File: src/verilog/iot_pkg.sv
`default_nettype none

package iot_pkg;

	// ------------------------------------------------------------
	// data widths
	// ------------------------------------------------------------
	// one serial input byte
	typedef logic [7:0] byte_t;

	// full data word, byte 0 in bits 7:0
	typedef logic [127:0] word_t;

	// crc remainder
	typedef logic [2:0] crc_t;

	// byte step within a word
	typedef logic [3:0] step_t;

	// ------------------------------------------------------------
	// function select
	// ------------------------------------------------------------
	typedef enum logic [2:0] {
		FN_CRC      = 3'd3,
		FN_TOP2MAX  = 3'd4,
		FN_LAST2MIN = 3'd5
	} fn_t;

	// ------------------------------------------------------------
	// constants
	// ------------------------------------------------------------
	// bytes per word, also steps per word
	localparam int BYTES_PER_WORD = 16;

	// generator x^3+x^2+1 without its top term
	localparam crc_t CRC_POLY = 3'b101;

endpackage

`default_nettype wire

File: src/verilog/step_if.sv
`timescale 1ns/100ps
`default_nettype none

// sequencer to engine bus, one byte step per cycle
interface step_if;
	import iot_pkg::*;

	// high while steps are being consumed
	logic active;
	// current step, 0 to 15
	step_t idx;
	// final step of the word
	logic last;
	// word under processing, held for all steps
	word_t word;

	// sequencer side drives everything
	modport seq (output active, output idx, output last, output word);

	// engines only listen
	modport eng (input active, input idx, input last, input word);

endinterface

`default_nettype wire

File: src/verilog/byte_collector.sv
`timescale 1ns/100ps
`default_nettype none

module byte_collector (
	input  logic          clk,
	input  logic          rst,
	input  logic          in_en,
	input  iot_pkg::byte_t iot_in,
	output logic          word_done,
	output iot_pkg::word_t word
);
	import iot_pkg::*;

	// lane pointer for the next byte
	step_t cnt;
	// assembly register
	word_t asm_word;
	logic  last_byte;

	assign last_byte = in_en && (cnt == step_t'(BYTES_PER_WORD - 1));

	// ------------------------------------------------------------
	// byte counter and completion strobe
	// ------------------------------------------------------------
	always_ff @(posedge clk or posedge rst) begin
		if (rst) begin
			cnt       <= '0;
			word_done <= 1'b0;
		end else begin
			// wraps to lane 0 after the sixteenth byte
			if (in_en) begin
				cnt <= cnt + 1'b1;
			end
			word_done <= last_byte;
		end
	end

	// lane write
	always_ff @(posedge clk) begin
		if (in_en) begin
			asm_word[{cnt, 3'b000} +: 8] <= iot_in;
		end
	end

	// complete word is stable in the cycle of word_done
	assign word = asm_word;

endmodule

`default_nettype wire

File: src/verilog/step_sequencer.sv
`timescale 1ns/100ps
`default_nettype none

module step_sequencer (
	input  logic           clk,
	input  logic           rst,
	input  logic           word_done,
	input  iot_pkg::word_t word,
	step_if.seq            st
);
	import iot_pkg::*;

	logic at_end;

	// last step of the current word
	assign at_end  = (st.idx == step_t'(BYTES_PER_WORD - 1));
	assign st.last = at_end;

	// ------------------------------------------------------------
	// step walk
	// ------------------------------------------------------------
	always_ff @(posedge clk or posedge rst) begin
		if (rst) begin
			st.active <= 1'b0;
			st.idx    <= '0;
		end else if (word_done) begin
			// fresh word, also a reload on step 15
			st.active <= 1'b1;
			st.idx    <= '0;
		end else if (st.active) begin
			if (at_end) begin
				st.active <= 1'b0;
			end
			// idx wraps back to 0 once the word is finished
			st.idx <= st.idx + 1'b1;
		end
	end

	// word latch
	// collector lane 0 may be overwritten on this same edge
	always_ff @(posedge clk) begin
		if (word_done) begin
			st.word <= word;
		end
	end

	// a new word only lands on an idle sequencer or on step 15
	property p_no_overrun;
		@(posedge clk) disable iff (rst)
			word_done |-> (!st.active || st.last);
	endproperty
	a_no_overrun: assert property (p_no_overrun)
		else $error("word arrived while sequencer busy");

endmodule

`default_nettype wire

File: src/verilog/crc3_engine.sv
`timescale 1ns/100ps
`default_nettype none

module crc3_engine (
	input  logic          clk,
	input  logic          rst,
	input  iot_pkg::fn_t  fn_sel,
	step_if.eng           st,
	output logic          crc_done,
	output iot_pkg::crc_t crc
);
	import iot_pkg::*;

	// one long-division step, next dividend bit shifted in
	function automatic crc_t crc_bit(input crc_t r, input logic b);
		crc_t nr;
		nr = {r[1:0], b};
		if (r[2]) begin
			nr = nr ^ CRC_POLY;
		end
		return nr;
	endfunction

	// eight bits, msb first
	function automatic crc_t crc_fold(input crc_t r, input byte_t data);
		crc_t acc;
		acc = r;
		for (int i = 7; i >= 0; i--) begin
			acc = crc_bit(acc, data[i]);
		end
		return acc;
	endfunction

	logic  crc_en;
	byte_t cur_byte;
	crc_t  rem;
	crc_t  rem_next;

	assign crc_en = st.active && (fn_sel == FN_CRC);

	// msb byte first, so step idx takes byte 15-idx
	assign cur_byte = st.word[{~st.idx, 3'b000} +: 8];
	// step 0 restarts the division
	assign rem_next = crc_fold((st.idx == '0) ? crc_t'(0) : rem, cur_byte);

	// ------------------------------------------------------------
	// remainder and result
	// ------------------------------------------------------------
	always_ff @(posedge clk) begin
		if (crc_en) begin
			rem <= rem_next;
			// append three zero bits on the final step
			if (st.last) begin
				crc <= crc_bit(crc_bit(crc_bit(rem_next, 1'b0), 1'b0), 1'b0);
			end
		end
	end

	always_ff @(posedge clk or posedge rst) begin
		if (rst) begin
			crc_done <= 1'b0;
		end else begin
			crc_done <= crc_en && st.last;
		end
	end

endmodule

`default_nettype wire

File: src/verilog/extremum_tracker.sv
`timescale 1ns/100ps
`default_nettype none

module extremum_tracker #(
	parameter int ROUND_WORDS = 8
) (
	input  logic           clk,
	input  logic           rst,
	input  iot_pkg::fn_t   fn_sel,
	step_if.eng            st,
	output logic           pair_done,
	output iot_pkg::word_t best,
	output iot_pkg::word_t second
);
	import iot_pkg::*;

	localparam int CNT_W = $clog2(ROUND_WORDS);

	logic             track_en;
	logic             is_min;
	logic             clear;
	logic [CNT_W-1:0] round_cnt;
	logic             round_end;
	logic             first;
	word_t            worst;
	word_t            eff_best;
	word_t            eff_second;
	word_t            ins_best;
	word_t            ins_second;
	byte_t            cur_b;
	byte_t            best_b;
	byte_t            sec_b;
	logic             gt1, gt2, lt1, lt2;
	logic             gt1_n, gt2_n, lt1_n, lt2_n;
	logic             better1, better2;

	assign is_min   = (fn_sel == FN_LAST2MIN);
	assign track_en = (fn_sel == FN_TOP2MAX) || is_min;
	assign worst    = is_min ? '1 : '0;

	// a cleared round reads as the worst value
	assign eff_best   = clear ? worst : best;
	assign eff_second = clear ? worst : second;

	// ------------------------------------------------------------
	// byte-serial compare, lsb byte first
	// ------------------------------------------------------------
	assign first  = (st.idx == '0);
	assign cur_b  = st.word[{st.idx, 3'b000} +: 8];
	assign best_b = eff_best[{st.idx, 3'b000} +: 8];
	assign sec_b  = eff_second[{st.idx, 3'b000} +: 8];

	// equal bytes keep the lower-order verdict
	assign gt1_n = (cur_b == best_b) ? (!first && gt1) : (cur_b > best_b);
	assign lt1_n = (cur_b == best_b) ? (!first && lt1) : (cur_b < best_b);
	assign gt2_n = (cur_b == sec_b) ? (!first && gt2) : (cur_b > sec_b);
	assign lt2_n = (cur_b == sec_b) ? (!first && lt2) : (cur_b < sec_b);

	// strictly better than best, or else than second
	assign better1 = is_min ? lt1_n : gt1_n;
	assign better2 = is_min ? lt2_n : gt2_n;

	assign ins_best   = better1 ? st.word : eff_best;
	assign ins_second = better1 ? eff_best : (better2 ? st.word : eff_second);

	assign round_end = (round_cnt == CNT_W'(ROUND_WORDS - 1));

	// ------------------------------------------------------------
	// flags, round count, pair strobe
	// ------------------------------------------------------------
	always_ff @(posedge clk or posedge rst) begin
		if (rst) begin
			{gt1, gt2, lt1, lt2} <= '0;
			clear     <= 1'b1;
			round_cnt <= '0;
			pair_done <= 1'b0;
		end else begin
			pair_done <= 1'b0;
			if (track_en && st.active) begin
				{gt1, gt2, lt1, lt2} <= {gt1_n, gt2_n, lt1_n, lt2_n};
				if (st.last) begin
					if (round_end) begin
						round_cnt <= '0;
						clear     <= 1'b1;
						pair_done <= 1'b1;
					end else begin
						round_cnt <= round_cnt + 1'b1;
						clear     <= 1'b0;
					end
				end
			end
		end
	end

	// trackers, they also present the pair until the next word ends
	always_ff @(posedge clk) begin
		if (track_en && st.active && st.last) begin
			best   <= ins_best;
			second <= ins_second;
		end
	end

	// best never falls behind second within a round
	property p_order;
		@(posedge clk) disable iff (rst)
			(track_en && !clear) |-> (is_min ? (best <= second) : (best >= second));
	endproperty
	a_order: assert property (p_order)
		else $error("best is worse than second");

endmodule

`default_nettype wire

File: src/verilog/result_stage.sv
`timescale 1ns/100ps
`default_nettype none

module result_stage (
	input  logic           clk,
	input  logic           rst,
	input  logic           crc_done,
	input  iot_pkg::crc_t  crc,
	input  logic           pair_done,
	input  iot_pkg::word_t best,
	input  iot_pkg::word_t second,
	output logic           valid,
	output iot_pkg::word_t iot_out
);
	import iot_pkg::*;

	// second word waits one cycle behind best
	word_t second_hold;
	logic  second_pend;

	// ------------------------------------------------------------
	// strobe control
	// ------------------------------------------------------------
	always_ff @(posedge clk or posedge rst) begin
		if (rst) begin
			valid       <= 1'b0;
			second_pend <= 1'b0;
		end else begin
			valid       <= crc_done || pair_done || second_pend;
			second_pend <= pair_done;
		end
	end

	// ------------------------------------------------------------
	// output data
	// ------------------------------------------------------------
	always_ff @(posedge clk) begin
		if (crc_done) begin
			// remainder, zero extended
			iot_out <= word_t'(crc);
		end else if (pair_done) begin
			iot_out     <= best;
			second_hold <= second;
		end else if (second_pend) begin
			iot_out <= second_hold;
		end
		// otherwise hold the last shown value
	end

endmodule

`default_nettype wire

File: src/verilog/iot_top.sv
`timescale 1ns/100ps
`default_nettype none

module iot_top #(
	parameter int ROUND_WORDS = 8
) (
	input  logic           clk,
	input  logic           rst,
	input  logic           in_en,
	input  iot_pkg::byte_t iot_in,
	input  iot_pkg::fn_t   fn_sel,
	output logic           valid,
	output iot_pkg::word_t iot_out
);
	import iot_pkg::*;

	// ------------------------------------------------------------
	// pipeline wires
	// ------------------------------------------------------------
	logic  word_done;
	word_t word;
	logic  crc_done;
	crc_t  crc;
	logic  pair_done;
	word_t best;
	word_t second;

	step_if st_bus ();

	// bytes in, word out
	byte_collector i_collector (
		.clk(clk), .rst(rst), .in_en(in_en), .iot_in(iot_in),
		.word_done(word_done), .word(word)
	);

	// latch and step through the word
	step_sequencer i_sequencer (
		.clk(clk), .rst(rst), .word_done(word_done), .word(word), .st(st_bus.seq)
	);

	crc3_engine i_crc (
		.clk(clk), .rst(rst), .fn_sel(fn_sel), .st(st_bus.eng),
		.crc_done(crc_done), .crc(crc)
	);

	extremum_tracker #(.ROUND_WORDS(ROUND_WORDS)) i_extremum (
		.clk(clk), .rst(rst), .fn_sel(fn_sel), .st(st_bus.eng),
		.pair_done(pair_done), .best(best), .second(second)
	);

	result_stage i_result (
		.clk(clk), .rst(rst), .crc_done(crc_done), .crc(crc),
		.pair_done(pair_done), .best(best), .second(second),
		.valid(valid), .iot_out(iot_out)
	);

endmodule

`default_nettype wire

File: config.mk
export PLATFORM = sky130hd
export DESIGN_NAME = iot_top
export DESIGN_NICKNAME = d
export VERILOG_FILES = /design/src/verilog/iot_pkg.sv /design/src/verilog/step_if.sv /design/src/verilog/byte_collector.sv /design/src/verilog/step_sequencer.sv /design/src/verilog/crc3_engine.sv /design/src/verilog/extremum_tracker.sv /design/src/verilog/result_stage.sv /design/src/verilog/iot_top.sv
export SDC_FILE = /design/constraint.sdc
export NUM_CORES = 1
export LEC_CHECK = 0
export BUFFER_PORTS_ARGS = -buffer_cell sky130_fd_sc_hd__buf_2
export CAP_MARGIN = 15
export CORE_MARGIN = 5
export CORE_UTILIZATION = 35
export DETAILED_ROUTE_END_ITERATION = 7
export PLACE_DENSITY_LB_ADDON = 0.3
export SLEW_MARGIN = 15
export SYNTH_ARGS = -nofsm -noshare
export SYNTH_HDL_FRONTEND = slang
export SYNTH_HIERARCHICAL = 1
export SYNTH_SLANG_ARGS = --single-unit
File: constraint.sdc
create_clock -name clk -period 7.7 [get_ports clk]
set_input_delay 1.155 -clock clk [delete_from_list [all_inputs] [get_ports clk]]
set_output_delay 1.155 -clock clk [all_outputs]
set_load 0.01 [all_outputs]
**Word level (Yosys, flattened, before mapping)**

Index checks and enable logic that the tools add are counted.

- Output and inout bits: 129
- Bits of input ports: 14
- Logic and storage cells: 120
- Flip-flop bits (word level): 796

- Reduce and logical (&&, ||, !) cells: 20
- Shift-type cells: 6
- $lt $le $gt $ge: 4
- $add $sub $neg: 4
- Muxes and demuxes: 41
- Equality and inequality tests: 8
- Bitwise operators: 13

Operators by type and width:

| kind | count |
|---|---|
| 2-to-1 mux 128 bit | 8 |
| variable part select 128 x 8 -> 8 bit | 4 |
| bitwise mux 128 bit | 1 |
| variable shift 8 x 9 -> 128 bit (first input constant) | 1 |
| variable part select 8 x 9 -> 128 bit | 1 |
| 2-to-1 mux 3 bit | 18 |
| NOT 2 bit | 11 |
| equality test 8 bit | 2 |
| > comparator 8 bit | 2 |
| < comparator 8 bit | 2 |
| 2-to-1 mux 1 bit | 12 |
| equality test 3 bit (second input constant) | 3 |
| logical AND 1 bit | 9 |
| negation 7 -> 9 bit | 1 |
| adder 4 x 1 -> 4 bit (second input constant) | 2 |
| equality test 4 bit (second input constant) | 2 |
| 2-to-1 mux 4 bit | 2 |
| AND reduction 2 bit | 3 |
| zero test 4 bit | 1 |
| NOT 4 bit | 1 |
| nonzero test 2 bit | 2 |
| adder 3 x 1 -> 3 bit (second input constant) | 1 |
| equality test 3 x 2 -> 1 bit (second input constant) | 1 |
| logical OR 1 bit | 3 |
| 3 further kinds | 3 |

**Longest topological paths before layout**

- Word-level depth: 28
- Gate-level depth with buffers: 18
- Gate-level depth less buffers: 13

**By module**

The synthesis kept the hierarchy.

Modules (own cells, without submodules):

| module | cells each | area an instance (um^2) | seq. area each (um^2) | times used |
|---|---|---|---|---|
| extremum_tracker | 1741 | 19962.9 | 7913.8 | 1 |
| result_stage | 702 | 9831.9 | 6486.2 | 1 |
| byte_collector | 372 | 5336.4 | 3968.8 | 1 |
| step_sequencer | 150 | 4110.2 | 3968.8 | 1 |
| crc3_engine | 126 | 1577.8 | 205.2 | 1 |

**Worst setup path before layout**

Ideal clock, no wire load.

- Kind: input to register
- Start point: input port fn_sel[1]
- End point: register i_extremum.best[0], enable pin
- Path slack: 0.619 ns
- Library setup time: 0.605 ns
- Stages on the path: 3
- Path buffers: 0
- Arrival time: 6.476 ns
- Data required time: 7.095 ns
- Cells stage by stage: and3b_1 -> nand2_1 -> inv_1

- Longest elaborated chain between the ends: 4
- Elaborated cells on any way between the ends: 5

Ends and longest elaborated chain:

| item | line | source |
|---|---|---|
| from (decl) | iot_top.sv:11 | `input iot_pkg::fn_t fn_sel,` |
| equality test 3 bit, on equally long branches | extremum_tracker.sv:38, extremum_tracker.sv:37 |  |
| logical OR 1 bit * | extremum_tracker.sv:38 | `assign track_en = (fn_sel == FN_TOP2MAX) \|\| is_min;` |
| logical AND 1 bit * (2 in a row) | extremum_tracker.sv:97 | `if (track_en && st.active && st.last) begin` |
| to (signal assigned) | extremum_tracker.sv:98 | `best <= ins_best;` |
| to (decl) | extremum_tracker.sv:12 | `output iot_pkg::word_t best,` |

Every way passes the cells marked *; elsewhere a longest branch is shown, timed or not.
A chain may end at the register's enable or synchronous reset.

**Final worst setup path**

- Start point: register i_sequencer.st.idx[0]
- End point: register i_extremum.second[84] (data pin)

- Longest elaborated chain between the ends: 7
- Elaborated cells on any way between the ends: 23

Ends and longest elaborated chain:

| item | line | source |
|---|---|---|
| from (decl) | step_if.sv:18 | `modport seq (output active, output idx, output last, output word);` |
| from (signal assigned) | step_sequencer.sv:35 | `st.idx <= st.idx + 1'b1;` |
| branches (longest 6 deep; another with > comparator 8 bit) | -- |  |
| 2-to-1 mux 128 bit * | extremum_tracker.sv:64 | `assign ins_second = better1 ? eff_best : (better2 ? st.word : eff_second);` |
| net i_extremum.ins_second[84] | extremum_tracker.sv:29 | `word_t ins_second;` |
| to (signal assigned) | extremum_tracker.sv:99 | `second <= ins_second;` |
| to (decl) | extremum_tracker.sv:13 | `output iot_pkg::word_t second` |

Mark *: on every way through the listed nets, which the timed path passes.

==> reports/results.ini <==
[yosys]
syn_avg_cell_area_um2 = 13.2
synth_async_sr_flop_share_pct = 2.76
yosysSeqAreaShare_pct = 55.2
synth_cells = 3091
synth_area_um2 = 40800
synth_cell_types = 83
synth_edf_count = 649
synth-main-ff-cell = edfxtp_1
ys_seq_elements = 796
ys_warn_count = 6
syn-num-nets = 3128

[sta]
fin_crit_sh_pct = 76.0
period_minus_slack_ns = 5.86
max_slew_margin_pct = 21.2
final-setup-viol-count = 0
max_freq_mhz = 171
timing.final.hold_violations = 0
maxSlewViolCount = 0
finalSetupTns_ns = 0
finClkSkew_ns = 0.0364
rsz0062_at_grt = false
worst_pin_slew_ns = 1.18

[die]
start_util_pct = 35.2
die_w_um = 352
fp.dieH_um = 352
fp.coreArea_um2 = 116000
top_level_ports = 143
rows = 125
die-area_um2 = 124000

[clock_tree]
clock_latency_ns = 0.67
cts_resized = 0
cts_buffer_depth = 3
cts_buffers = 85
cts_tree = done
cts_root_buf = clkbuf_16
cts_htree_levels = 3
clk_pin_slew_ns = 0.06
cts_setup_buffers = 0
postCtsHoldBufs = 0
clkSinkCount = 796

[placed_design]
io_buffers = 142
dp.cells = 4520
gp_congestion = 0.915
dp_hpwl_mm = 88.7
placed_area_um2 = 42600

[layout]
area_growth_pct = 11.7
layout-drive-gt1-share_pct = 19.9
finalInstanceArea_um2 = 45600
fin_cells = 4689
nets = 3120

[global_routing]
use_met2_pct = 32.4
grt_busiest_layer = met2
grt_max_degree = 141
grt_pass1_vias = 26465
gr-usage-all-layers_pct = 21.0
antenna_found_initial = 18
grt_use_met3_pct = 4.47
use_met1_pct = 29.7
grt_pass1_wl_mm = 193
grt_remaining_overflow = 0

[critical_path]
cp.required_ns = 8.18
slowest_delay_ns = 0.96
cp_num_buf_inv = 3
start_kind = flip-flop
cp-end-kind = flip-flop
path_cells = buf_12 -> mux4_2 -> mux4_2 -> a21oi_1 -> ha_1 -> nand4_1 -> o31ai_4 -> buf_12 -> nor2b_4 -> buf_4 -> o221ai_2 -> mux2i_1
cpMaxStageDelayCell = dfrtp_4
path_class = reg -> reg
cp.arrival_ns = 6.34
crit_path_max_fanout = 132
crit_family = buffers and inverters

[route]
drt_first_pass_iters = 5
drc = 0
drt_iter0_drc = 3064
vias_per_cell = 5.90
drt-total-wl_mm = 133
routed-via-count = 27687
wl_per_cell_um = 28.3
ant_nets = 0

[run]
maxCapViolCount = 0

[outcome]
status = complete, no violations

[power_and_ir_drop]
cellLeakagePower_nw = 16.2
ir_worst_vdd_uv = 676
p_total_mw = 22.7
powerDensity_nw_per_um2 = 497

[worst_hold_path]
worstHoldPathType = in -> async

==> worst reg2reg max path, delay by kind of cell, from the launching register on <==
kind	cells	cell delay, ns
buffers and inverters	3	1.42
muxes	3	1.35
and+or+nand+nor	2	0.97
DFF	1	0.96
AOI/OAI and AO/OA	3	0.75
adders and majority gates	1	0.20
==> stage by stage <==
stage | setup WS [ns] | hold WS [ns] | util [%]
floorplan | 0.619 | 0.400 | -
global placement | 1.78 | 0.401 | 36.7
detailed placement | 1.71 | 0.405 | 36.7
CTS | 1.65 | 0.369 | 39.3
global route | 1.53 | 0.401 | 39.3
finish | 1.84 | 0.405 | 39.3
==> Yosys cell counts (21+ instances only) <==
cell type  count  share of area [%]
nor3_1        28               0.34
a21oi_1      173                2.1
nor2b_1      130                2.0
buf_2         56               0.69
edfxtp_1     649                 48
xnor2_1       22               0.47
clkbuf_1     170                1.6
ha_1          23               0.71
nand4_1      130                2.0
mux2i_1      412                 10
nand2_1      170                1.6
and2_1        55               0.84
a211oi_1     129                2.4
and3_1        21               0.32
mux4_2       143                7.9
nor2_1        63               0.58
inv_1        140                1.3
o221ai_2     119                4.4
nand3_1      132                1.6
dfrtp_1       21                1.3
dfxtp_1      125                6.1
==> final timing paths <==
check                                      start                      end  slack [ns]  cells past startpoint
max                        i_sequencer/st.idx[0]    i_extremum/second[84]        1.84                     12
min                                          rst           i_crc/crc_done        0.40                      2
max reg2reg                i_sequencer/st.idx[0]    i_extremum/second[84]        1.84                     12
min reg2reg                 i_collector/word[61]  i_sequencer/st.word[61]        0.41                      0
max in group asynchronous                    rst         i_extremum/clear        6.84                      2
min in group clk            i_collector/word[61]  i_sequencer/st.word[61]        0.41                      0
==> cell type report <==
type | instances | area, um2
clock buffers | 114 | 2320
repair buffers | 195 | 1330
well taps | 1524 | 1910
fillers | 10880 | 70500
inverters | 144 | 558
flip-flops and latches | 796 | 22600
clock inverters | 45 | 588
multi-input cells | 1861 | 16300
diodes | 10 | 25.0
==> cell usage in the layout (no fill, tap or decap), drive strengths merged, types with 4 or more instances in the layout <==
cell / n
nand4: 131
mux4: 143
and3: 22
nor3: 28
buf: 195
mux2i: 413
o221ai: 127
nand3b: 6
inv: 148
nand3: 132
a21oi: 173
clkbuf: 114
and2: 56
edfxtp: 649
xor2: 7
o21ai: 15
ha: 23
nor4: 4
bufinv: 11
nor2: 63
xnor2: 23
nor2b: 130
clkinv: 29
dfrtp: 21
dfxtp: 125
o21a: 5
a211oi: 129
mux2: 6
nand2: 170
diode: 10
nand2b: 4
==> flip-flops by register name, summed over array words and instances, names as in the netlist, 3 cells and up <==
name,cells
i_collector/word,128
i_extremum/best,128
i_extremum/second,128
i_result/iot_out,128
i_result/second_hold,128
i_sequencer/st.word,128
i_collector/cnt,4
i_sequencer/st.idx,4
i_crc/crc,3
i_crc/rem,3
i_extremum/round_cnt,3
==> cells by family (layout without fill, tap and decap cells) <==
logic type	Yosys count	after routing	share of synthesized area [%]
flip-flops	796	796	55.2
AND/OR/NAND/NOR	769	769	10.1
multiplexers	562	562	18.2
other	0	10	0
buffers and inverters	434	498	5.13
AO/OA/AOI/OAI	476	476	9.93
XOR/XNOR	31	31	0.717
adder cells (fa/ha/maj)	23	23	0.705
==> power breakdown <==
group	switching, mW	total (mW)	internal [mW]
clock network	1.77	4.27	2.50
logic	7.25	12.4	5.18
registers	0.367	5.95	5.58
total	9.38	22.7	13.3
==> per-layer routing <==
layer	vias up	wire, um
met5	-	61
met2	1357	60000
met1	14160	55800
met4	8	4480
li1	11952	-
met3	210	12500
Note: power is estimated with default switching activity, not from simulation.
